$ cat src/verilog/frv_uop_pkg.sv
`default_nettype none

package frv_uop_pkg;

    // One-hot functional unit field ------
    localparam int P_FU_ALU = 0;          // Integer ALU
    localparam int P_FU_MUL = 1;          // Multiply / divide
    localparam int P_FU_LSU = 2;          // Load / store
    localparam int P_FU_CFU = 3;          // Control flow
    localparam int P_FU_CSR = 4;          // CSR access

    // Micro-op flag bits (LSU and CSR units)
    localparam int LSU_LOAD  = 0;         // Load, result goes to rd
    localparam int CSR_READ  = 0;         // Old CSR value goes to rd
    localparam int CSR_WRITE = 1;         // Replace
    localparam int CSR_SET   = 2;         // OR into CSR
    localparam int CSR_CLEAR = 3;         // AND-NOT into CSR

    // Control-flow codes, CFU only
    typedef enum logic [4:0] {
        CFU_TAKEN    = 5'd1,              // Taken conditional branch
        CFU_JALI     = 5'd2,              // JAL, links s3_pc
        CFU_JALR     = 5'd3,              // JALR, links s3_pc
        CFU_EBREAK   = 5'd4,
        CFU_ECALL    = 5'd5,
        CFU_MRET     = 5'd6,              // Return to mepc
        CFU_NOTTAKEN = 5'd7               // Branch falls through, no request
    } cfu_op_e;

    // Same 5-bit word, two views picked by the functional unit
    typedef union packed {
        logic [4:0] flags;                // LSU / CSR flag view
        cfu_op_e    cfu;                  // CFU code view
    } frv_uop_u;

endpackage

`default_nettype wire

$ cat src/verilog/frv_csr_pkg.sv
`default_nettype none

package frv_csr_pkg;

    // Top data bit, RV32 only
    localparam int XL = 31;

    // Machine-mode CSR addresses ---------
    localparam logic [11:0] CSR_MSCRATCH = 12'h340;
    localparam logic [11:0] CSR_MEPC     = 12'h341;   // Trap return address
    localparam logic [11:0] CSR_MCAUSE   = 12'h342;   // Bit 31 marks external trap
    localparam logic [11:0] CSR_MTVAL    = 12'h343;
    localparam logic [11:0] CSR_MTVEC    = 12'h305;   // Trap vector, direct mode

    // Synchronous trap causes
    localparam logic [5:0] TRAP_BREAKPT = 6'd3;       // EBREAK
    localparam logic [5:0] TRAP_ECALLM  = 6'd11;      // ECALL from M-mode

endpackage

`default_nettype wire

$ cat src/verilog/frv_pipeline_writeback.sv
`timescale 1ns/1ps
`default_nettype none

module frv_pipeline_writeback
    import frv_csr_pkg::*;
    import frv_uop_pkg::*;
(
    input  logic        g_clk,
    input  logic        g_resetn,

    input  logic [XL:0] s3_pc,            // Next PC, link value for JAL[R]
    input  logic [4:0]  s4_rd,
    input  logic [XL:0] s4_opr_a,         // Result, jump target or trap cause
    input  logic [XL:0] s4_opr_b,         // CSR address in low 12 bits
    input  logic [XL:0] s4_pc,
    input  frv_uop_u    s4_uop,
    input  logic [4:0]  s4_fu,            // One-hot
    input  logic        s4_trap,          // External trap on this instruction
    input  logic [1:0]  s4_size,
    input  logic [31:0] s4_instr,
    input  logic        s4_p_valid,
    output logic        s4_p_busy,

    output logic [4:0]  fwd_s4_rd,
    output logic [XL:0] fwd_s4_wdata,
    output logic        fwd_s4_csr,

    output logic        gpr_wen,
    output logic [4:0]  gpr_rd,
    output logic [XL:0] gpr_wdata,

    output logic        trap_cpu,         // ECALL / EBREAK taken
    output logic        trap_int,         // External trap taken
    output logic [5:0]  trap_cause,
    output logic [XL:0] trap_mtval,
    output logic [XL:0] trap_pc,
    output logic        exec_mret,

    input  logic [XL:0] csr_mepc,
    input  logic [XL:0] csr_mtvec,

    output logic        csr_en,
    output logic        csr_wr,
    output logic        csr_wr_set,
    output logic        csr_wr_clr,
    output logic [11:0] csr_addr,
    output logic [XL:0] csr_wdata,
    input  logic [XL:0] csr_rdata,        // Old value, combinational

    output logic        cf_req,
    output logic [XL:0] cf_target,
    input  logic        cf_ack,

    output logic [XL:0] trs_pc,
    output logic [31:0] trs_instr,
    output logic        trs_valid
);

    logic pipe_progress;                  // Instruction accepted this cycle
    logic fu_alu, fu_mul, fu_lsu, fu_cfu, fu_csr;
    logic lsu_load, csr_read;
    logic cfu_taken, cfu_link, cfu_ebreak, cfu_ecall, cfu_mret;
    logic cfu_sys_trap;                   // ECALL or EBREAK
    logic cfu_need;                       // Needs a fetch redirect

    // Decode ------------------------------
    assign fu_alu = s4_fu[P_FU_ALU];
    assign fu_mul = s4_fu[P_FU_MUL];
    assign fu_lsu = s4_fu[P_FU_LSU];
    assign fu_cfu = s4_fu[P_FU_CFU];
    assign fu_csr = s4_fu[P_FU_CSR];

    assign lsu_load   = fu_lsu && s4_uop.flags[LSU_LOAD];
    assign csr_read   = fu_csr && s4_uop.flags[CSR_READ];

    assign cfu_taken  = fu_cfu && (s4_uop.cfu == CFU_TAKEN || s4_uop.cfu == CFU_JALI ||
                                   s4_uop.cfu == CFU_JALR);
    assign cfu_link   = fu_cfu && (s4_uop.cfu == CFU_JALI || s4_uop.cfu == CFU_JALR);
    assign cfu_ebreak = fu_cfu && s4_uop.cfu == CFU_EBREAK;
    assign cfu_ecall  = fu_cfu && s4_uop.cfu == CFU_ECALL;
    assign cfu_mret   = fu_cfu && s4_uop.cfu == CFU_MRET;

    assign cfu_sys_trap = cfu_ebreak || cfu_ecall;
    assign cfu_need     = s4_trap || cfu_taken || cfu_sys_trap || cfu_mret;

    // Control flow handshake ------------
    // Ack and acceptance share a cycle, so the request drops as the instruction leaves
    assign cf_req    = s4_p_valid && cfu_need;
    assign s4_p_busy = cf_req && !cf_ack; // Stall until fetch takes the redirect

    assign pipe_progress = s4_p_valid && !s4_p_busy;

    always_comb begin
        if (s4_trap || cfu_sys_trap) begin
            cf_target = csr_mtvec;        // Any trap goes to the vector
        end else if (cfu_mret) begin
            cf_target = csr_mepc;
        end else begin
            cf_target = s4_opr_a;         // Branch / jump target
        end
    end

    // CSR access --------------------------
    // Strobes only on the accepting edge, never alongside a trap
    assign csr_en     = pipe_progress && fu_csr && !s4_trap;
    assign csr_wr     = csr_en && s4_uop.flags[CSR_WRITE];
    assign csr_wr_set = csr_en && s4_uop.flags[CSR_SET];
    assign csr_wr_clr = csr_en && s4_uop.flags[CSR_CLEAR];
    assign csr_addr   = s4_opr_b[11:0];
    assign csr_wdata  = s4_opr_a;

    // GPR writeback -------------------------
    assign gpr_rd  = s4_rd;
    assign gpr_wen = pipe_progress && !s4_trap &&
                     (fu_alu || fu_mul || lsu_load || csr_read || cfu_link);

    always_comb begin
        if (csr_read) begin
            gpr_wdata = csr_rdata;        // Old CSR value
        end else if (cfu_link) begin
            gpr_wdata = s3_pc;            // Return address
        end else begin
            gpr_wdata = s4_opr_a;         // ALU, MUL, load
        end
    end

    assign fwd_s4_rd    = s4_rd;
    assign fwd_s4_wdata = gpr_wdata;
    assign fwd_s4_csr   = s4_p_valid && fu_csr;

    // Traps ------------------------------
    // External trap wins over ECALL / EBREAK on the same instruction
    assign trap_int   = pipe_progress && s4_trap;
    assign trap_cpu   = pipe_progress && cfu_sys_trap && !s4_trap;
    assign trap_cause = s4_trap    ? s4_opr_a[5:0] :
                        cfu_ebreak ? TRAP_BREAKPT  :
                                     TRAP_ECALLM;
    assign trap_mtval = '0;
    assign trap_pc    = s4_pc;
    assign exec_mret  = pipe_progress && cfu_mret && !s4_trap;

    // Trace
    assign trs_pc    = s4_pc;
    assign trs_instr = s4_instr;
    assign trs_valid = pipe_progress;

    // A stalled redirect is still in the stage on the next cycle
    a_busy_cfu: assert property (@(posedge g_clk) disable iff (!g_resetn)
        s4_p_busy |=> s4_p_valid && (fu_cfu || s4_trap));

    // Request held with a fixed target until fetch acks
    a_cf_hold: assert property (@(posedge g_clk) disable iff (!g_resetn)
        cf_req && !cf_ack |=> cf_req && $stable(cf_target));

    // Upstream keeps the instruction steady while stalled
    a_s4_stable: assert property (@(posedge g_clk) disable iff (!g_resetn)
        s4_p_valid && s4_p_busy |=>
            s4_p_valid && $stable({s4_pc, s4_instr, s4_size, s4_uop, s4_fu, s4_rd}));

endmodule

`default_nettype wire

$ cat src/verilog/frv_csr_unit.sv
`timescale 1ns/1ps
`default_nettype none

module frv_csr_unit
    import frv_csr_pkg::*;
#(
    parameter logic [31:0] MTVEC_RESET = 32'h0000_0000
) (
    input  logic        g_clk,
    input  logic        g_resetn,

    input  logic        csr_en,           // Access this cycle
    input  logic        csr_wr,           // Replace
    input  logic        csr_wr_set,       // OR in
    input  logic        csr_wr_clr,       // AND-NOT in
    input  logic [11:0] csr_addr,
    input  logic [XL:0] csr_wdata,
    output logic [XL:0] csr_rdata,        // Value before this cycle's update

    input  logic        trap_cpu,
    input  logic        trap_int,
    input  logic [5:0]  trap_cause,
    input  logic [XL:0] trap_mtval,
    input  logic [XL:0] trap_pc,
    input  logic        exec_mret,        // No state change in M-only core

    output logic [XL:0] csr_mepc,
    output logic [XL:0] csr_mtvec
);

    logic [XL:0] mtvec, mepc, mcause, mtval, mscratch;
    logic        trap_any;
    logic        csr_we;
    logic [XL:0] csr_wval;                // Value after read-modify-write

    // Read side ------------------------------
    always_comb begin
        case (csr_addr)
            CSR_MSCRATCH: csr_rdata = mscratch;
            CSR_MEPC:     csr_rdata = mepc;
            CSR_MCAUSE:   csr_rdata = mcause;
            CSR_MTVAL:    csr_rdata = mtval;
            CSR_MTVEC:    csr_rdata = mtvec;
            default:      csr_rdata = '0;   // Unimplemented reads as zero
        endcase
    end

    always_comb begin
        if (csr_wr_set) begin
            csr_wval = csr_rdata | csr_wdata;
        end else if (csr_wr_clr) begin
            csr_wval = csr_rdata & ~csr_wdata;
        end else begin
            csr_wval = csr_wdata;
        end
    end

    assign trap_any = trap_cpu || trap_int;
    assign csr_we   = csr_en && (csr_wr || csr_wr_set || csr_wr_clr);

    // Update side ------------------------------
    always_ff @(posedge g_clk) begin
        if (!g_resetn) begin
            mtvec    <= {MTVEC_RESET[XL:2], 2'b00};
            mepc     <= '0;
            mcause   <= '0;
            mtval    <= '0;
            mscratch <= '0;
        end else if (trap_any) begin  // Trap beats a CSR write
            mepc   <= {trap_pc[XL:2], 2'b00};
            mcause <= {trap_int, {(XL - 6){1'b0}}, trap_cause};
            mtval  <= trap_mtval;
        end else if (csr_we) begin
            case (csr_addr)
                CSR_MSCRATCH: mscratch <= csr_wval;
                CSR_MEPC:     mepc     <= {csr_wval[XL:2], 2'b00};
                CSR_MCAUSE:   mcause   <= csr_wval;
                CSR_MTVAL:    mtval    <= csr_wval;
                CSR_MTVEC:    mtvec    <= {csr_wval[XL:2], 2'b00};
                default:      ;         // Writes to unknown CSRs dropped
            endcase
        end
    end

    assign csr_mepc  = mepc;
    assign csr_mtvec = mtvec;

    // One read-modify-write kind per access
    a_set_clr: assert property (@(posedge g_clk) disable iff (!g_resetn)
        !(csr_wr_set && csr_wr_clr));

    // Writeback never mixes a trap with a CSR access
    a_trap_csr: assert property (@(posedge g_clk) disable iff (!g_resetn)
        !(trap_any && csr_en));

    // MRET is exclusive with trap entry and CSR access
    a_mret_solo: assert property (@(posedge g_clk) disable iff (!g_resetn)
        exec_mret |-> !(trap_any || csr_en));

endmodule

`default_nettype wire

$ cat src/verilog/frv_gpr_file.sv
`timescale 1ns/1ps
`default_nettype none

module frv_gpr_file
    import frv_csr_pkg::*;
(
    input  logic        g_clk,
    input  logic        g_resetn,

    input  logic        gpr_wen,
    input  logic [4:0]  gpr_rd,
    input  logic [XL:0] gpr_wdata,

    input  logic [4:0]  rs1_addr,         // Decode read port
    output logic [XL:0] rs1_data
);

    logic [XL:0] regs [1:31];             // x0 not stored

    always_ff @(posedge g_clk) begin
        if (!g_resetn) begin
            for (int i = 1; i < 32; i++) begin
                regs[i] <= '0;
            end
        end else if (gpr_wen && gpr_rd != 5'd0) begin
            regs[gpr_rd] <= gpr_wdata;    // Writes to x0 dropped
        end
    end

    assign rs1_data = (rs1_addr == 5'd0) ? '0 : regs[rs1_addr];

    // Writeback must never commit X into the file
    a_wdata_known: assert property (@(posedge g_clk) disable iff (!g_resetn)
        gpr_wen |-> !$isunknown(gpr_wdata));

endmodule

`default_nettype wire

$ cat src/verilog/frv_core_backend.sv
`timescale 1ns/1ps
`default_nettype none

module frv_core_backend
    import frv_csr_pkg::*;
#(
    parameter logic [31:0] MTVEC_RESET = 32'h0000_0000
) (
    input  logic        g_clk,
    input  logic        g_resetn,

    input  logic [XL:0] s3_pc,
    input  logic [4:0]  s4_rd,
    input  logic [XL:0] s4_opr_a,
    input  logic [XL:0] s4_opr_b,
    input  logic [XL:0] s4_pc,
    input  logic [4:0]  s4_uop,           // Raw micro-op word
    input  logic [4:0]  s4_fu,
    input  logic        s4_trap,
    input  logic [1:0]  s4_size,
    input  logic [31:0] s4_instr,
    input  logic        s4_p_valid,
    output logic        s4_p_busy,

    output logic        cf_req,
    output logic [XL:0] cf_target,
    input  logic        cf_ack,

    input  logic [4:0]  rs1_addr,
    output logic [XL:0] rs1_data,

    output logic [4:0]  fwd_s4_rd,
    output logic [XL:0] fwd_s4_wdata,
    output logic        fwd_s4_csr,

    output logic [XL:0] trs_pc,
    output logic [31:0] trs_instr,
    output logic        trs_valid
);

    // Writeback to register file
    logic        gpr_wen;
    logic [4:0]  gpr_rd;
    logic [XL:0] gpr_wdata;

    // Writeback to CSR unit ---------------
    logic        csr_en, csr_wr, csr_wr_set, csr_wr_clr;
    logic [11:0] csr_addr;
    logic [XL:0] csr_wdata, csr_rdata;
    logic        trap_cpu, trap_int, exec_mret;
    logic [5:0]  trap_cause;
    logic [XL:0] trap_mtval, trap_pc;
    logic [XL:0] csr_mepc, csr_mtvec;

    frv_pipeline_writeback u_writeback (.*);

    frv_csr_unit #(
        .MTVEC_RESET (MTVEC_RESET)
    ) u_csr (.*);

    frv_gpr_file u_gpr (.*);

endmodule

`default_nettype wire

$ cat config.mk
export PLATFORM = sky130hd
export DESIGN_NAME = frv_core_backend
export DESIGN_NICKNAME = d
export VERILOG_FILES = /design/src/verilog/frv_uop_pkg.sv /design/src/verilog/frv_csr_pkg.sv /design/src/verilog/frv_pipeline_writeback.sv /design/src/verilog/frv_csr_unit.sv /design/src/verilog/frv_gpr_file.sv /design/src/verilog/frv_core_backend.sv
export SDC_FILE = /design/constraint.sdc
export NUM_CORES = 2
export LEC_CHECK = 0
export BUFFER_PORTS_ARGS = -buffer_cell sky130_fd_sc_hd__buf_2
export CORE_MARGIN = 2
export CORE_UTILIZATION = 61
export DETAILED_ROUTE_END_ITERATION = 16
export HOLD_SLACK_MARGIN = 0.03
export PLACE_DENSITY = 0.83
export SYNTH_ARGS = -nofsm -noshare
export SYNTH_HDL_FRONTEND = slang
export SYNTH_SLANG_ARGS = --single-unit
$ cat constraint.sdc
create_clock -name g_clk -period 3.6 [get_ports g_clk]
set_input_delay 0.36 -clock g_clk [delete_from_list [all_inputs] [get_ports g_clk]]
set_output_delay 0.36 -clock g_clk [all_outputs]
set_load 0.1 [all_outputs]
==> results.md <==
Routing:
- Dividing the detail-routed wire length by the instance count gives ~32 um.
- The detailed router placed between 30,000 and 40,000 vias in this run.
- Once detail routing completed, the nets flagged for antenna violations numbered 0.
- In this run, the number of DRC markers left after iteration 0 of detailed routing was about 6,400.
- For this run, the detailed router's first-pass iteration total came to 7.
- After detailed routing, the total wire length is approximately 180,000 um.
- Dividing the detail-routed via count by the number of cells gives 7.10.
- In the routed design, unresolved DRC markers number 0.

Clock network:
- The TritonCTS buffer count is 112.
- Counting every sink on the clock net gives about 1,200.
- In this run the post-CTS setup repair buffer count came out at 0.
- The clock-pin slew on the worst setup and hold paths is 0.07 ns.
- The longest clock path from root to sink contains 3 buffers.
- The clock insertion delay at the later pin of the skew report is slightly above 0.7 ns.
- The total number of H-tree levels is 3.
- TritonCTS built the clock tree.
- CTS placed an instance of sky130_fd_sc_hd__clkbuf_16 at the clock tree root.

STA:
- The total setup violations reported at the end of the flow is 1.
- The worst path uses 101% of the clock period.
- The clock arrives with ~0.039 ns of skew.
- For this run, the top clock speed supported by timing is roughly 0.27 GHz.
- For the final routed database, the setup TNS stands at -0.0431 ns.
- The number of endpoints with negative hold slack in the final report was 0.
- The post-layout minimum cycle time is around 3.6 ns.
- The least setup slack across all paths after layout is -0.0431 ns.
- Setup repair after global routing left no endpoint under its margin.
- The actual slew at the worst max-slew pin is between 1 and 1.5 ns.
- In this run the tightest slew margin relative to its limit is between 30 and 40%.
- The final max-slew violation count was 0.

Placed design:
- The routability congestion estimate is about 0.92.
- The post-place setup slack is around 0.15 ns.
- The count of input and output buffers is between 200 and 300.
- In this run, placement finished with an instance count of approximately 5,400.
- Summing all placed instances gives a cell area of 58,700 um2.
- The HPWL reported at the end of detailed placement is approximately 110,000 um.

Die:
- The number of placed I/O pins is between 300 and 400.
- The die covers about 90,000 um2.
- The starting utilization of the core area is 61.5%.
- The placeable core region is just under 90,000 um2.
- The floorplan has about 110 rows.
- In this run the vertical extent of the chip is 302 um.
- Measured along the x axis, the die boundary spans between 300 and 400 um.

Job:
- The count of max-cap constraint violations is 0.

Layout:
- The post-layout net count is roughly 4,500.
- Cells with a size suffix above 1 make up 24.8% of the layout.
- The area added between synthesis and finish is 15.1%.
- The number of standard cells in the final layout excluding fillers is 5,590.
- The finished cells cover roughly 63,000 um2.
- The number of fill cells in the layout is between 5,000 and 6,000.

GRT:
- The number of antenna violations at the first check in global routing is 1.
- The pin count of the biggest net entering global routing is 66.
- The leftover overflow at the end of global routing is 0.
- The via count of the first global-routing pass is between 30,000 and 40,000.
- The first global-routing pass estimated 255,000 um of wire.
- For this run, the total global-route usage over all layers was measured as between 30% and 40%.

Status:
- The flow ran to the end, but the final reports show violations.
- The checks that failed: setup timing.

Setup path:
- Data on the critical path is required at its endpoint by roughly 3.2 ns.
- STA classifies the critical path startpoint as a flop.
- The capturing point of the worst reg2reg path is u_gpr.regs[31][3]$_SDFFCE_PN0P_.
- The worst-case register-to-register setup slack is around 1.3 ns.
- Measured in cells, the most critical reg-to-reg path has a length of 6.
- The startpoint identified for the worst register-to-register timing path is u_csr.csr_mepc[3]$_SDFFE_PN0P_.
- Along the worst path, the maximum fanout reaches 1.
- The critical path is of the flop to output pin type.
- The data arrival at the endpoint of the critical path is 3.28 ns.
- The type of destination of the critical path is an output pin.

Worst hold path:
- The end point of the most critical hold path is u_csr.csr_mepc[30]$_SDFFE_PN0P_.
- The tightest min-delay check is of the input pin to flop type.
- The origin of the worst min-delay path is s4_pc[30].
- The worst hold path was traced through 3 stages.

Pwr:
- Power spread over the standard cell area amounts to 510 nW/um2.
- The overall power consumption is roughly 0.032 W.
- The highest ir drop seen on vdd is approximately 0.43 mV.
- In this run the static leakage power is 22.3 nW.

Synth:
- For this run, asynchronously set or reset flops after synthesis account for 0%.
- The flip-flop and latch count after synthesis is between 1,000 and 1,500.
- The number of enable-type register cells in the synthesized netlist is 1,024.
- After technology mapping, the gate count stands at 4,131.
- Sequential elements use slightly above 60% of the synthesized area.
- The most used flip-flop cell after synthesis is sky130_fd_sc_hd__edfxtp_1.
- Yosys mapped the design onto 82 distinct sky130hd cell types.
- The average cell area after synthesis is around 13 um2.
- The mapped netlist covers 54,300 um2.
- The total number of yosys warnings is 0.
## sequential cells by signal, summed over array words and instances, names as in the netlist
name	cells
u_gpr.regs	1024
u_csr.mcause	32
u_csr.mscratch	32
u_csr.mtval	32
u_csr.csr_mtvec	30
u_csr.csr_mepc	30
## layer usage
metal | vias up | track usage [%] | routed length (um) | share of wire (%)
li1 | 15800 | - | - | -
met1 | 19200 | 47.5 | 53900 | 31
met2 | 3947 | 60.0 | 80900 | 46
met3 | 777 | 11.1 | 27500 | 16
met4 | 0 | 25.1 | 14100 | 8.0
met5 | - | 0 | 0 | 0
## logic make-up (layout without fill, tap and decap cells)
logic type	after synthesis	in the layout	share of synthesized area, %
buffers and inverters	536	798	4.81
AOI/OAI and AO/OA	492	492	7.00
and+or+nand+nor	1431	1431	11.5
DFF	1180	1180	62.3
muxes	491	491	14.3
other	1	33	0.00690
## report_power, final
group	internal (W)	leakage, nW	switching, W
clock network	0.00658	1.80	0.00521
logic	0.00132	9.52	0.00309
registers	0.0155	11.0	0.000235
## timing repair
| action | CTS | global route |
|---|---|---|
| endpoints found under the hold margin | 25 | 0 |
| cloned | 0 | 0 |
| resized for setup | 2 | 5 |
| setup endpoints to repair | 1 | 4 |
| pin swaps | 0 | 0 |
| hold buffers | 25 | 0 |
## cell type report
type / count / area [um2] / area share [%]
multi-input cells: 2446 / 18600 / 29.8
clock inverters: 62 / 616 / 0.984
clock buffers: 149 / 3030 / 4.84
well taps: 1165 / 1460 / 2.33
repair buffers: 533 / 4780 / 7.65
flip-flops and latches: 1180 / 33900 / 54.1
diodes: 1 / 2.50 / 0.00400
inverters: 54 / 203 / 0.324
## cell usage after synthesis (17+ instances only)
cell | instances | area, um2
sky130_fd_sc_hd__a2111oi_0 | 19 | 166
sky130_fd_sc_hd__a22oi_1 | 59 | 443
sky130_fd_sc_hd__dfxtp_1 | 156 | 3120
sky130_fd_sc_hd__mux2_2 | 93 | 1050
sky130_fd_sc_hd__o2bb2ai_1 | 82 | 718
sky130_fd_sc_hd__nor3_1 | 36 | 180
sky130_fd_sc_hd__o21ai_0 | 21 | 105
sky130_fd_sc_hd__nand2b_1 | 33 | 206
sky130_fd_sc_hd__o21a_1 | 29 | 218
sky130_fd_sc_hd__nor2_1 | 1056 | 3960
sky130_fd_sc_hd__buf_4 | 85 | 638
sky130_fd_sc_hd__a21oi_1 | 43 | 215
sky130_fd_sc_hd__edfxtp_1 | 1024 | 30700
sky130_fd_sc_hd__o22ai_1 | 51 | 319
sky130_fd_sc_hd__mux2i_1 | 178 | 1780
sky130_fd_sc_hd__mux4_2 | 220 | 4950
sky130_fd_sc_hd__nor2b_1 | 25 | 156
sky130_fd_sc_hd__nand4_1 | 45 | 282
sky130_fd_sc_hd__o221ai_1 | 84 | 736
sky130_fd_sc_hd__inv_1 | 53 | 199
sky130_fd_sc_hd__nand2_1 | 45 | 169
sky130_fd_sc_hd__buf_2 | 204 | 1020
sky130_fd_sc_hd__buf_1 | 17 | 63.8
sky130_fd_sc_hd__o21ai_1 | 22 | 110
sky130_fd_sc_hd__nor3b_1 | 29 | 218
sky130_fd_sc_hd__nand3_1 | 98 | 490
sky130_fd_sc_hd__clkbuf_1 | 172 | 646
sky130_fd_sc_hd__a221oi_1 | 31 | 272
## placed cells by master (no fill, tap or decap), drive strengths merged, types with 21 or more instances in the layout
cell / netlist / layout
a221oi: 31 / 31
mux4: 220 / 220
conb: 1 / 32
clkbuf: 172 / 149
mux2i: 178 / 178
nor3b: 30 / 30
nand2: 46 / 46
nor3: 37 / 37
edfxtp: 1024 / 1024
a21oi: 43 / 43
inv: 54 / 57
o2bb2ai: 82 / 82
nand4: 56 / 56
o21a: 29 / 29
buf: 310 / 508
o22ai: 51 / 51
a2111oi: 21 / 21
nand3: 100 / 100
o221ai: 84 / 84
clkinv: 0 / 50
mux2: 93 / 93
nand2b: 33 / 33
nor2b: 25 / 25
a22oi: 59 / 59
o21ai: 43 / 43
nor2: 1057 / 1057
dlygate4sd3: 0 / 25
dfxtp: 156 / 156
## stage by stage
step           util, %  hold WS (ns)
2_1_floorplan        -         0.424
3_3_place_gp      66.4         0.437
3_5_place_dp      66.4         0.439
4_1_cts           70.8        0.0441
5_1_grt           70.8        0.0729
6_report          70.8        0.0800
## how the worst max path moves through the flow
stage	endpoint	slack [ns]	start	cells after the start
after floorplan	rs1_data[17]	0.18	rs1_addr[0]	9
after global placement	rs1_data[24]	0.07	rs1_addr[0]	9
after detailed placement	rs1_data[24]	0.15	rs1_addr[0]	9
after CTS	rs1_data[24]	0.02	u_gpr.regs[14][24]$_SDFFCE_PN0P_	7
after global routing	rs1_data[24]	0.01	u_gpr.regs[15][24]$_SDFFCE_PN0P_	7
final	rs1_data[26]	-0.04	u_gpr.regs[31][26]$_SDFFCE_PN0P_	5
## worst max-delay path: stages, from the launching register on
cell and delay (ns):
sky130_fd_sc_hd__edfxtp_1 0.38, sky130_fd_sc_hd__mux4_2 0.48, sky130_fd_sc_hd__mux2_2 0.31, sky130_fd_sc_hd__a221oi_1 0.85, sky130_fd_sc_hd__nor3_2 0.20, sky130_fd_sc_hd__buf_2 0.36
(Power assumes the default switching activity.)
